### src/common/isa_pkg.sv
`default_nettype none

package isa_pkg;

    // Register file geometry.
    localparam int num_regs  = 8;
    localparam int reg_idx_w = $clog2(num_regs);
    localparam int gpr_w     = 32;
    localparam int seg_w     = 16;

    typedef logic [reg_idx_w-1:0] reg_idx_t;

    // Access size in bytes is 1 << value.
    typedef enum logic [1:0] {
        size_byte  = 2'd0,
        size_word  = 2'd1,
        size_dword = 2'd2,
        size_qword = 2'd3
    } op_size_e;

    // SIB scale serves directly as a shift amount.
    typedef enum logic [1:0] {
        scale_1 = 2'd0,
        scale_2 = 2'd1,
        scale_4 = 2'd2,
        scale_8 = 2'd3
    } scale_e;

    typedef enum logic [1:0] {
        mem_none  = 2'd0,
        mem_read  = 2'd1,
        mem_write = 2'd2,
        mem_rmw   = 2'd3
    } mem_rw_e;

endpackage

`default_nettype wire

### src/common/rrag_pkg.sv
`default_nettype none

package rrag_pkg;

    import isa_pkg::*;

    localparam int tag_w = 7;

    // Read port counts and port indices.
    localparam int gpr_ports = 3;
    localparam int seg_ports = 2;
    localparam int rd_base   = 0;
    localparam int rd_idx    = 1;
    localparam int rd_ptr2   = 2;
    localparam int rd_seg1   = 0;
    localparam int rd_seg2   = 1;

    typedef logic [tag_w-1:0] tag_t;

    typedef struct packed {
        reg_idx_t              base_addr;
        reg_idx_t              idx_addr;
        reg_idx_t              ptr2_addr;
        reg_idx_t              seg1_addr;
        reg_idx_t              seg2_addr;
        logic                  use_base;
        logic                  use_idx;
        logic                  is_rep;
        scale_e                scale;
        op_size_e              size;
        mem_rw_e               mem1_rw;
        mem_rw_e               mem2_rw;
        logic [gpr_w-1:0]      disp;
        logic [num_regs-1:0]   gpr_dest; // One bit per register.
        logic [num_regs-1:0]   seg_dest;
    } agen_req_t;

    typedef struct packed {
        logic             en;
        reg_idx_t         addr;
        logic [gpr_w-1:0] data;
        tag_t             tag;
    } gpr_wb_t;

    typedef struct packed {
        logic             en;
        reg_idx_t         addr;
        logic [seg_w-1:0] data;
        tag_t             tag;
    } seg_wb_t;

    typedef struct packed {
        logic [gpr_w-1:0] mem_addr1;
        logic [gpr_w-1:0] mem_addr1_end;
        logic [gpr_w-1:0] mem_addr2;
        logic [gpr_w-1:0] mem_addr2_end;
        logic [gpr_w-1:0] rep_num;
        logic [gpr_w-1:0] base_val;
        logic [gpr_w-1:0] idx_val;
        logic [gpr_w-1:0] ptr2_val;
        op_size_e         size;
        tag_t             tag;
    } agen_rsp_t;

endpackage

`default_nettype wire

### src/logic/addr_gen.sv
`timescale 1ns/10ps
`default_nettype none

module addr_gen (
    input  rrag_pkg::agen_req_t       req,
    input  logic [isa_pkg::gpr_w-1:0] base_val,
    input  logic [isa_pkg::gpr_w-1:0] idx_val,
    input  logic [isa_pkg::gpr_w-1:0] ptr2_val,
    input  logic [isa_pkg::seg_w-1:0] seg1_val,
    input  logic [isa_pkg::seg_w-1:0] seg2_val,
    input  rrag_pkg::tag_t            tag,
    output rrag_pkg::agen_rsp_t       rsp
);
    import isa_pkg::*;

    logic [gpr_w-1:0] base_term;
    logic [gpr_w-1:0] idx_term;
    logic [gpr_w-1:0] offset1;
    logic [gpr_w-1:0] seg1_base;
    logic [gpr_w-1:0] seg2_base;
    logic [gpr_w-1:0] size_m1;
    logic [gpr_w-1:0] mem_addr1;
    logic [gpr_w-1:0] mem_addr2;

    // Segment base is the selector shifted up by 16.
    assign seg1_base = {seg1_val, {(gpr_w - seg_w){1'b0}}};
    assign seg2_base = {seg2_val, {(gpr_w - seg_w){1'b0}}};

    assign base_term = req.use_base ? base_val : '0;
    assign idx_term  = req.use_idx ? (idx_val << req.scale) : '0;
    assign offset1   = base_term + idx_term + req.disp;

    assign mem_addr1 = seg1_base + offset1; // Wraps at 32 bits.
    assign mem_addr2 = ptr2_val + seg2_base;

    // Last byte offset of the access.
    always_comb begin
        case (req.size)
            size_byte:  size_m1 = gpr_w'(0);
            size_word:  size_m1 = gpr_w'(1);
            size_dword: size_m1 = gpr_w'(3);
            default:    size_m1 = gpr_w'(7);
        endcase
    end

    always_comb begin
        rsp.mem_addr1     = mem_addr1;
        rsp.mem_addr1_end = mem_addr1 + size_m1;
        rsp.mem_addr2     = mem_addr2;
        rsp.mem_addr2_end = mem_addr2 + size_m1;
        rsp.rep_num       = req.is_rep ? ptr2_val : '0; // Count lives in the ptr2 register.
        rsp.base_val      = base_val;
        rsp.idx_val       = idx_val;
        rsp.ptr2_val      = ptr2_val;
        rsp.size          = req.size;
        rsp.tag           = tag;
    end

endmodule

`default_nettype wire

### src/logic/rrag.sv
`timescale 1ns/10ps
`default_nettype none

module rrag (
    input  logic                clk,
    input  logic                arst_n,
    input  rrag_pkg::agen_req_t req,
    input  logic                valid_in,
    input  logic                latch_empty,
    input  logic                fwd_stall,
    input  rrag_pkg::gpr_wb_t   gpr_wb,
    input  rrag_pkg::seg_wb_t   seg_wb,
    input  logic                ptc_clear,
    output rrag_pkg::agen_rsp_t rsp,
    output logic                valid_out,
    output logic                stall
);
    import isa_pkg::*;
    import rrag_pkg::*;

    tag_t                            tag_q;
    reg_idx_t [gpr_ports-1:0]        gpr_rd_addr;
    logic [gpr_ports-1:0][gpr_w-1:0] gpr_rd_data;
    logic [gpr_ports-1:0]            gpr_rd_pend;
    reg_idx_t [seg_ports-1:0]        seg_rd_addr;
    logic [seg_ports-1:0][seg_w-1:0] seg_rd_data;
    logic [seg_ports-1:0]            seg_rd_pend;
    logic                            mem1_use;
    logic                            mem2_use;
    logic                            mem1_stall;
    logic                            mem2_stall;

    assign gpr_rd_addr[rd_base] = req.base_addr;
    assign gpr_rd_addr[rd_idx]  = req.idx_addr;
    assign gpr_rd_addr[rd_ptr2] = req.ptr2_addr;
    assign seg_rd_addr[rd_seg1] = req.seg1_addr;
    assign seg_rd_addr[rd_seg2] = req.seg2_addr;

    assign mem1_use = (req.mem1_rw != mem_none);
    assign mem2_use = (req.mem2_rw != mem_none);

    // Only registers that actually feed an address can stall.
    assign mem1_stall = mem1_use && ((req.use_base && gpr_rd_pend[rd_base])
                                     || (req.use_idx && gpr_rd_pend[rd_idx])
                                     || seg_rd_pend[rd_seg1]);
    assign mem2_stall = mem2_use && (gpr_rd_pend[rd_ptr2] || seg_rd_pend[rd_seg2]);

    assign stall     = fwd_stall || mem1_stall || mem2_stall;
    assign valid_out = valid_in && !latch_empty && !stall;

    // Tag zero is never handed out.
    always_ff @(posedge clk or negedge arst_n) begin
        if (!arst_n) begin
            tag_q <= tag_t'(1);
        end else if (valid_out) begin
            tag_q <= (tag_q == '1) ? tag_t'(1) : tag_q + tag_t'(1);
        end
    end

    gpr_file u_gpr_file (
        .clk       (clk),
        .arst_n    (arst_n),
        .rd_addr   (gpr_rd_addr),
        .wb        (gpr_wb),
        .issue     (valid_out),
        .issue_tag (tag_q),
        .dest_mask (req.gpr_dest),
        .ptc_clear (ptc_clear),
        .rd_data   (gpr_rd_data),
        .rd_pend   (gpr_rd_pend)
    );

    seg_file u_seg_file (
        .clk       (clk),
        .arst_n    (arst_n),
        .rd_addr   (seg_rd_addr),
        .wb        (seg_wb),
        .issue     (valid_out),
        .issue_tag (tag_q),
        .dest_mask (req.seg_dest),
        .ptc_clear (ptc_clear),
        .rd_data   (seg_rd_data),
        .rd_pend   (seg_rd_pend)
    );

    addr_gen u_addr_gen (
        .req      (req),
        .base_val (gpr_rd_data[rd_base]),
        .idx_val  (gpr_rd_data[rd_idx]),
        .ptr2_val (gpr_rd_data[rd_ptr2]),
        .seg1_val (seg_rd_data[rd_seg1]),
        .seg2_val (seg_rd_data[rd_seg2]),
        .tag      (tag_q),
        .rsp      (rsp)
    );

endmodule

`default_nettype wire

### src/regfile/gpr_file.sv
`timescale 1ns/10ps
`default_nettype none

module gpr_file (
    input  logic                                                  clk,
    input  logic                                                  arst_n,
    input  isa_pkg::reg_idx_t [rrag_pkg::gpr_ports-1:0]           rd_addr,
    input  rrag_pkg::gpr_wb_t                                     wb,
    input  logic                                                  issue,
    input  rrag_pkg::tag_t                                        issue_tag,
    input  logic [isa_pkg::num_regs-1:0]                          dest_mask,
    input  logic                                                  ptc_clear,
    output logic [rrag_pkg::gpr_ports-1:0][isa_pkg::gpr_w-1:0]    rd_data,
    output logic [rrag_pkg::gpr_ports-1:0]                        rd_pend
);
    import isa_pkg::*;
    import rrag_pkg::*;

    logic [gpr_w-1:0]    regs_q [num_regs];
    tag_t                tag_q  [num_regs];
    logic [num_regs-1:0] pend_q;
    logic [num_regs-1:0] wb_hit;

    always_comb begin
        for (int i = 0; i < num_regs; i++) begin
            wb_hit[i] = wb.en && (wb.addr == reg_idx_t'(i));
        end
    end

    always_ff @(posedge clk or negedge arst_n) begin
        if (!arst_n) begin
            for (int i = 0; i < num_regs; i++) begin
                regs_q[i] <= '0;
                tag_q[i]  <= '0;
            end
            pend_q <= '0;
        end else begin
            for (int i = 0; i < num_regs; i++) begin
                if (wb_hit[i]) begin
                    regs_q[i] <= wb.data; // Data lands even when tag is stale.
                end
                if (ptc_clear) begin
                    pend_q[i] <= 1'b0;
                end else if (issue && dest_mask[i]) begin
                    pend_q[i] <= 1'b1; // New mark beats a same-cycle writeback.
                    tag_q[i]  <= issue_tag;
                end else if (wb_hit[i] && (wb.tag == tag_q[i])) begin
                    pend_q[i] <= 1'b0;
                end
            end
        end
    end

    // Reads see a same-cycle write only on the next cycle.
    always_comb begin
        for (int p = 0; p < gpr_ports; p++) begin
            rd_data[p] = regs_q[rd_addr[p]];
            rd_pend[p] = pend_q[rd_addr[p]];
        end
    end

endmodule

`default_nettype wire

### src/regfile/seg_file.sv
`timescale 1ns/10ps
`default_nettype none

module seg_file (
    input  logic                                                  clk,
    input  logic                                                  arst_n,
    input  isa_pkg::reg_idx_t [rrag_pkg::seg_ports-1:0]           rd_addr,
    input  rrag_pkg::seg_wb_t                                     wb,
    input  logic                                                  issue,
    input  rrag_pkg::tag_t                                        issue_tag,
    input  logic [isa_pkg::num_regs-1:0]                          dest_mask,
    input  logic                                                  ptc_clear,
    output logic [rrag_pkg::seg_ports-1:0][isa_pkg::seg_w-1:0]    rd_data,
    output logic [rrag_pkg::seg_ports-1:0]                        rd_pend
);
    import isa_pkg::*;
    import rrag_pkg::*;

    logic [seg_w-1:0]    segs_q [num_regs];
    tag_t                tag_q  [num_regs];
    logic [num_regs-1:0] pend_q;
    logic [num_regs-1:0] wb_hit;

    always_comb begin
        for (int i = 0; i < num_regs; i++) begin
            wb_hit[i] = wb.en && (wb.addr == reg_idx_t'(i));
        end
    end

    always_ff @(posedge clk or negedge arst_n) begin
        if (!arst_n) begin
            for (int i = 0; i < num_regs; i++) begin
                segs_q[i] <= '0;
                tag_q[i]  <= '0;
            end
            pend_q <= '0;
        end else begin
            for (int i = 0; i < num_regs; i++) begin
                if (wb_hit[i]) begin
                    segs_q[i] <= wb.data;
                end
                if (ptc_clear) begin
                    pend_q[i] <= 1'b0; // Flush drops all marks.
                end else if (issue && dest_mask[i]) begin
                    pend_q[i] <= 1'b1;
                    tag_q[i]  <= issue_tag;
                end else if (wb_hit[i] && (wb.tag == tag_q[i])) begin
                    pend_q[i] <= 1'b0; // Only the youngest writer clears.
                end
            end
        end
    end

    always_comb begin
        for (int p = 0; p < seg_ports; p++) begin
            rd_data[p] = segs_q[rd_addr[p]];
            rd_pend[p] = pend_q[rd_addr[p]];
        end
    end

endmodule

`default_nettype wire

### config.mk
export PLATFORM = sky130hd
export DESIGN_NAME = rrag
export DESIGN_NICKNAME = d
export VERILOG_FILES = /design/src/common/isa_pkg.sv /design/src/common/rrag_pkg.sv /design/src/logic/addr_gen.sv /design/src/logic/rrag.sv /design/src/regfile/gpr_file.sv /design/src/regfile/seg_file.sv
export SDC_FILE = /design/constraint.sdc
export NUM_CORES = 1
export LEC_CHECK = 0
export BUFFER_PORTS_ARGS = -buffer_cell sky130_fd_sc_hd__clkbuf_2
export CAP_MARGIN = 20
export CORE_MARGIN = 1
export CORE_UTILIZATION = 65
export CTS_CLUSTER_DIAMETER = 60
export DETAILED_ROUTE_END_ITERATION = 10
export MAX_ROUTING_LAYER = met4
export PLACE_DENSITY = 0.92
export SYNTH_ARGS = -nofsm -noshare
export SYNTH_HDL_FRONTEND = slang
export SYNTH_HIERARCHICAL = 1
export SYNTH_SLANG_ARGS = --single-unit
### constraint.sdc
create_clock -name clk -period 27.4 [get_ports clk]
set_input_delay 8.22 -clock clk [delete_from_list [all_inputs] [get_ports clk]]
set_output_delay 8.22 -clock clk [all_outputs]
set_load 0.01 [all_outputs]
==> impl_metrics.env <==
export IMPL_yosysSeqAreaShare_pct=36.1
export IMPL_hold_violations=0
export IMPL_cts_hold_buffers=0
export IMPL_yosys_cell_types_count=86
export IMPL_syn_nets=2977
export IMPL_cts_setup_buffers=0
export IMPL_ys_seq_elements=519
export IMPL_pwr_share_seq_pct=29.5
export IMPL_clock_latency_ns=0.62
export IMPL_clock_skew_ns=0.0201
export IMPL_rows=85
export IMPL_cts_buffers=52
export IMPL_wl_per_cell_um=30.0
export IMPL_power_density_nw_per_um2=97.2
export IMPL_dieArea_um2=56400
export IMPL_coreArea_um2=54200
export IMPL_dr_total_vias=26129
export IMPL_placedCellCount=3570
export IMPL_antenna_left=0
export IMPL_synth_top_area_share_pct=36.0
export IMPL_yosys_warnings=6
export IMPL_path_max_fanout=34
export IMPL_gp_congestion=0.974
export IMPL_clock_sinks=519
export IMPL_internal_power_mw=2.25
export IMPL_final_util_pct=72.5
export IMPL_layout_setup_ws_ns=4.22
export IMPL_path_clk_slew_ns=0.06
export IMPL_vias_per_cell=7.08
export IMPL_first_pass_iters=6
export IMPL_ff2ff_setup_slack_ns=23.29
export IMPL_leakage_nw=17.4
export IMPL_fin_crit_sh_pct=84.6
export IMPL_die_h_um=237
export IMPL_yosysMostFrequentCell="dfrtp_1"
export IMPL_critPathSlowestCell="buf_4"
export IMPL_ff_latch_area_um2=13000
export IMPL_die_w_um=237
export IMPL_cts_root_buffer="clkbuf_16"
export IMPL_swShare_pct=41.0
export IMPL_top_usage_layer="met2"
export IMPL_wl_mm=111
export IMPL_globalRouteOverflowTotal=0
export IMPL_yosysTopAreaCell="dfrtp_1"
export IMPL_dp_hpwl_mm=72.6
export IMPL_crit_chain="buf_4, buf_4, mux4_1, mux2_2, mux2i_1, o22ai_1, nand2_1, fa_1, inv_1, ha_1, ha_1, fa_1, a211oi_1, o21ai_2, nand3_1, nand2_1, xnor2_1, nor4b_2, and3_1, and3_1, and4_1, xnor2_1, clkbuf_2"
export IMPL_cap_violations=0
export IMPL_fin_cells=3691
export IMPL_drive_above_1_share_pct=42.5
export IMPL_synth_common_cells="dfrtp_1, mux2_2, mux4_2"
export IMPL_status="finished, final reports clean"
export IMPL_final_nets=3197
export IMPL_timing_rr_end="u_gpr_file/tag_q[51]"
export IMPL_rr_startpoint="u_gpr_file/pend_q[3]"
export IMPL_slew_viol_final=0
export IMPL_syn_to_final_growth_pct=9.22
export IMPL_cp_required_ns=19.18
export IMPL_setup_tns_ns=0
export IMPL_slew_headroom_pct=22.7
export IMPL_holdPathEnd="u_gpr_file/tag_q[37]"
export IMPL_whs_ns=0.513
export IMPL_cts_tree="built"
export IMPL_max_freq_mhz=43.1
export IMPL_fill_cells=3227
export IMPL_max_stage_delay_ns=0.70
export IMPL_grt_pass1_wl_mm=166
export IMPL_pwr_share_clk_pct=19.9
export IMPL_crit_family="simple AND/OR/NAND/NOR gates"
export IMPL_min_path_type="reg -> reg"
export IMPL_path_buf_inv=4
export IMPL_period_needed_ns=23.18
export IMPL_syn_area_per_cell_um2=13.3
export IMPL_grt_pass1_vias=26795
export IMPL_clockBufferDepth=3
export IMPL_p_sw_mw=1.57
export IMPL_ys_flop_type="dfrtp_1"
export IMPL_rsz0062_at_grt="no"
export IMPL_met2_usage_pct=61.0
export IMPL_drt_iter0_drc=3388
export IMPL_cts_resized=0
export IMPL_yosys_top_cells_area="dfrtp_1, mux4_2, mux2_2"
export IMPL_port_buffers=416
export IMPL_start_kind="input port"
export IMPL_reg2reg_depth=7
export IMPL_syn_inst=2711
export IMPL_drc=0
export IMPL_end_kind="output pin"
export IMPL_synth_edf_count=0
export IMPL_setup_violations=0
export IMPL_whs_path_depth=1
export IMPL_syn_area_um2=36000
export IMPL_grt_antenna_before_repair=18
export IMPL_grt_use_met1_pct=48.6
export IMPL_track_usage_pct=40.5
export IMPL_worstMarginPinSlew_ns=1.16
export IMPL_peakVddDrop_uv=125
export IMPL_dp_slack_ns=4.32
export IMPL_start_util_pct=66.4
export IMPL_h_tree_depth=2
export IMPL_worstPathArrival_ns=14.96
export IMPL_multi_input_area_um2=20800
export IMPL_async_flop_share_pct=100
export IMPL_hold_start="u_gpr_file/tag_q[37]"
export IMPL_grtUsageMet3_pct=12.5
export IMPL_io_pins=417
export IMPL_grt_max_degree=204
export IMPL_combPwrFrac_pct=50.6
export IMPL_path_class="in -> out"
-- cells by family after synthesis --
kind of cell             synth area share (%)
multiplexers                             38.3
flip-flops                               36.1
buffers and inverters                    6.30
AND/OR/NAND/NOR                          5.94
XOR/XNOR                                 5.17
AO/OA/AOI/OAI                            3.12
adder cells (fa/ha/maj)                  5.07
-- metal layers --
metal  up-vias  share of wire (%)
met4         0                6.3
met1     13206                 35
met5         -                  0
li1      10454                  -
met3       453                 12
met2      2016                 47
-- how the worst max path moves through the flow --
stage | to | slack (ns) | cells after the start | start
after floorplan | rsp[232] | 5.91 | 20 | req[69]
after global placement | rsp[229] | 4.48 | 21 | req[68]
after detailed placement | rsp[229] | 4.32 | 23 | req[68]
after CTS | rsp[229] | 4.25 | 23 | req[68]
after global routing | rsp[229] | 3.74 | 23 | req[68]
final | rsp[229] | 4.22 | 23 | req[68]
-- power groups by stage --
stage | registers [mW] | logic, mW | clock network, mW
final | 1.13 | 1.93 | 0.760
after global routing | 1.14 | 2.06 | 0.793
after CTS | 1.11 | 1.90 | 0.761
after detailed placement | 1.12 | 1.87 | 0
after global placement | 1.08 | 1.82 | 0
after floorplan | 1.05 | 1.35 | 0
-- cell usage in the layout (no fill, tap or decap), types with 30 or more instances in the layout --
cell type	count
dfrtp_1	518
mux2_2	416
clkbuf_2	409
mux4_2	271
mux2_1	215
xnor2_1	144
nand2_1	139
inv_1	108
xor2_1	67
ha_1	66
clkbuf_16	53
fa_1	50
and2_1	49
a21oi_1	40
nand3_1	36
buf_4	32
o21ai_0	31
nor2_1	30
-- through the flow --
step | power (mW) | area (um2)
6_report | 3.82 | 39400
4_1_cts | 3.78 | 39200
3_5_place_dp | 2.99 | 37400
5_1_grt | 4.00 | 39300
3_3_place_gp | 2.90 | 37400
2_1_floorplan | 2.41 | 36000
-- state kept, by name, summed over array words and instances, names as in the netlist --
register and cells:
u_gpr_file/regs_q 256, u_seg_file/segs_q 128, u_gpr_file/tag_q 56, u_seg_file/tag_q 56, u_gpr_file/pend_q 8, u_seg_file/pend_q 8, tag_q 7
-- worst reg2reg max path: stages, from the launching register on --
cell	delay, ns
dfrtp_1	0.41
mux4_4	0.61
mux2_2	0.30
a221oi_2	0.39
o211a_1	0.47
nor2b_1	0.89
nand2_1	0.48
mux2_1	0.44
-- final cells by class --
type                            instances  share of cell area (%)
Multi-Input combinational cell       1801                    52.9
Sequential cell                       519                    33.0
Timing Repair Buffer                  449                    6.15
Clock buffer                           79                    3.92
Tap cell                              696                    2.21
Inverter                              108                    1.03
Clock inverter                         17                   0.671
Antenna cell                           22                   0.140
No activity file was read; power rests on OpenSTA's default activity.
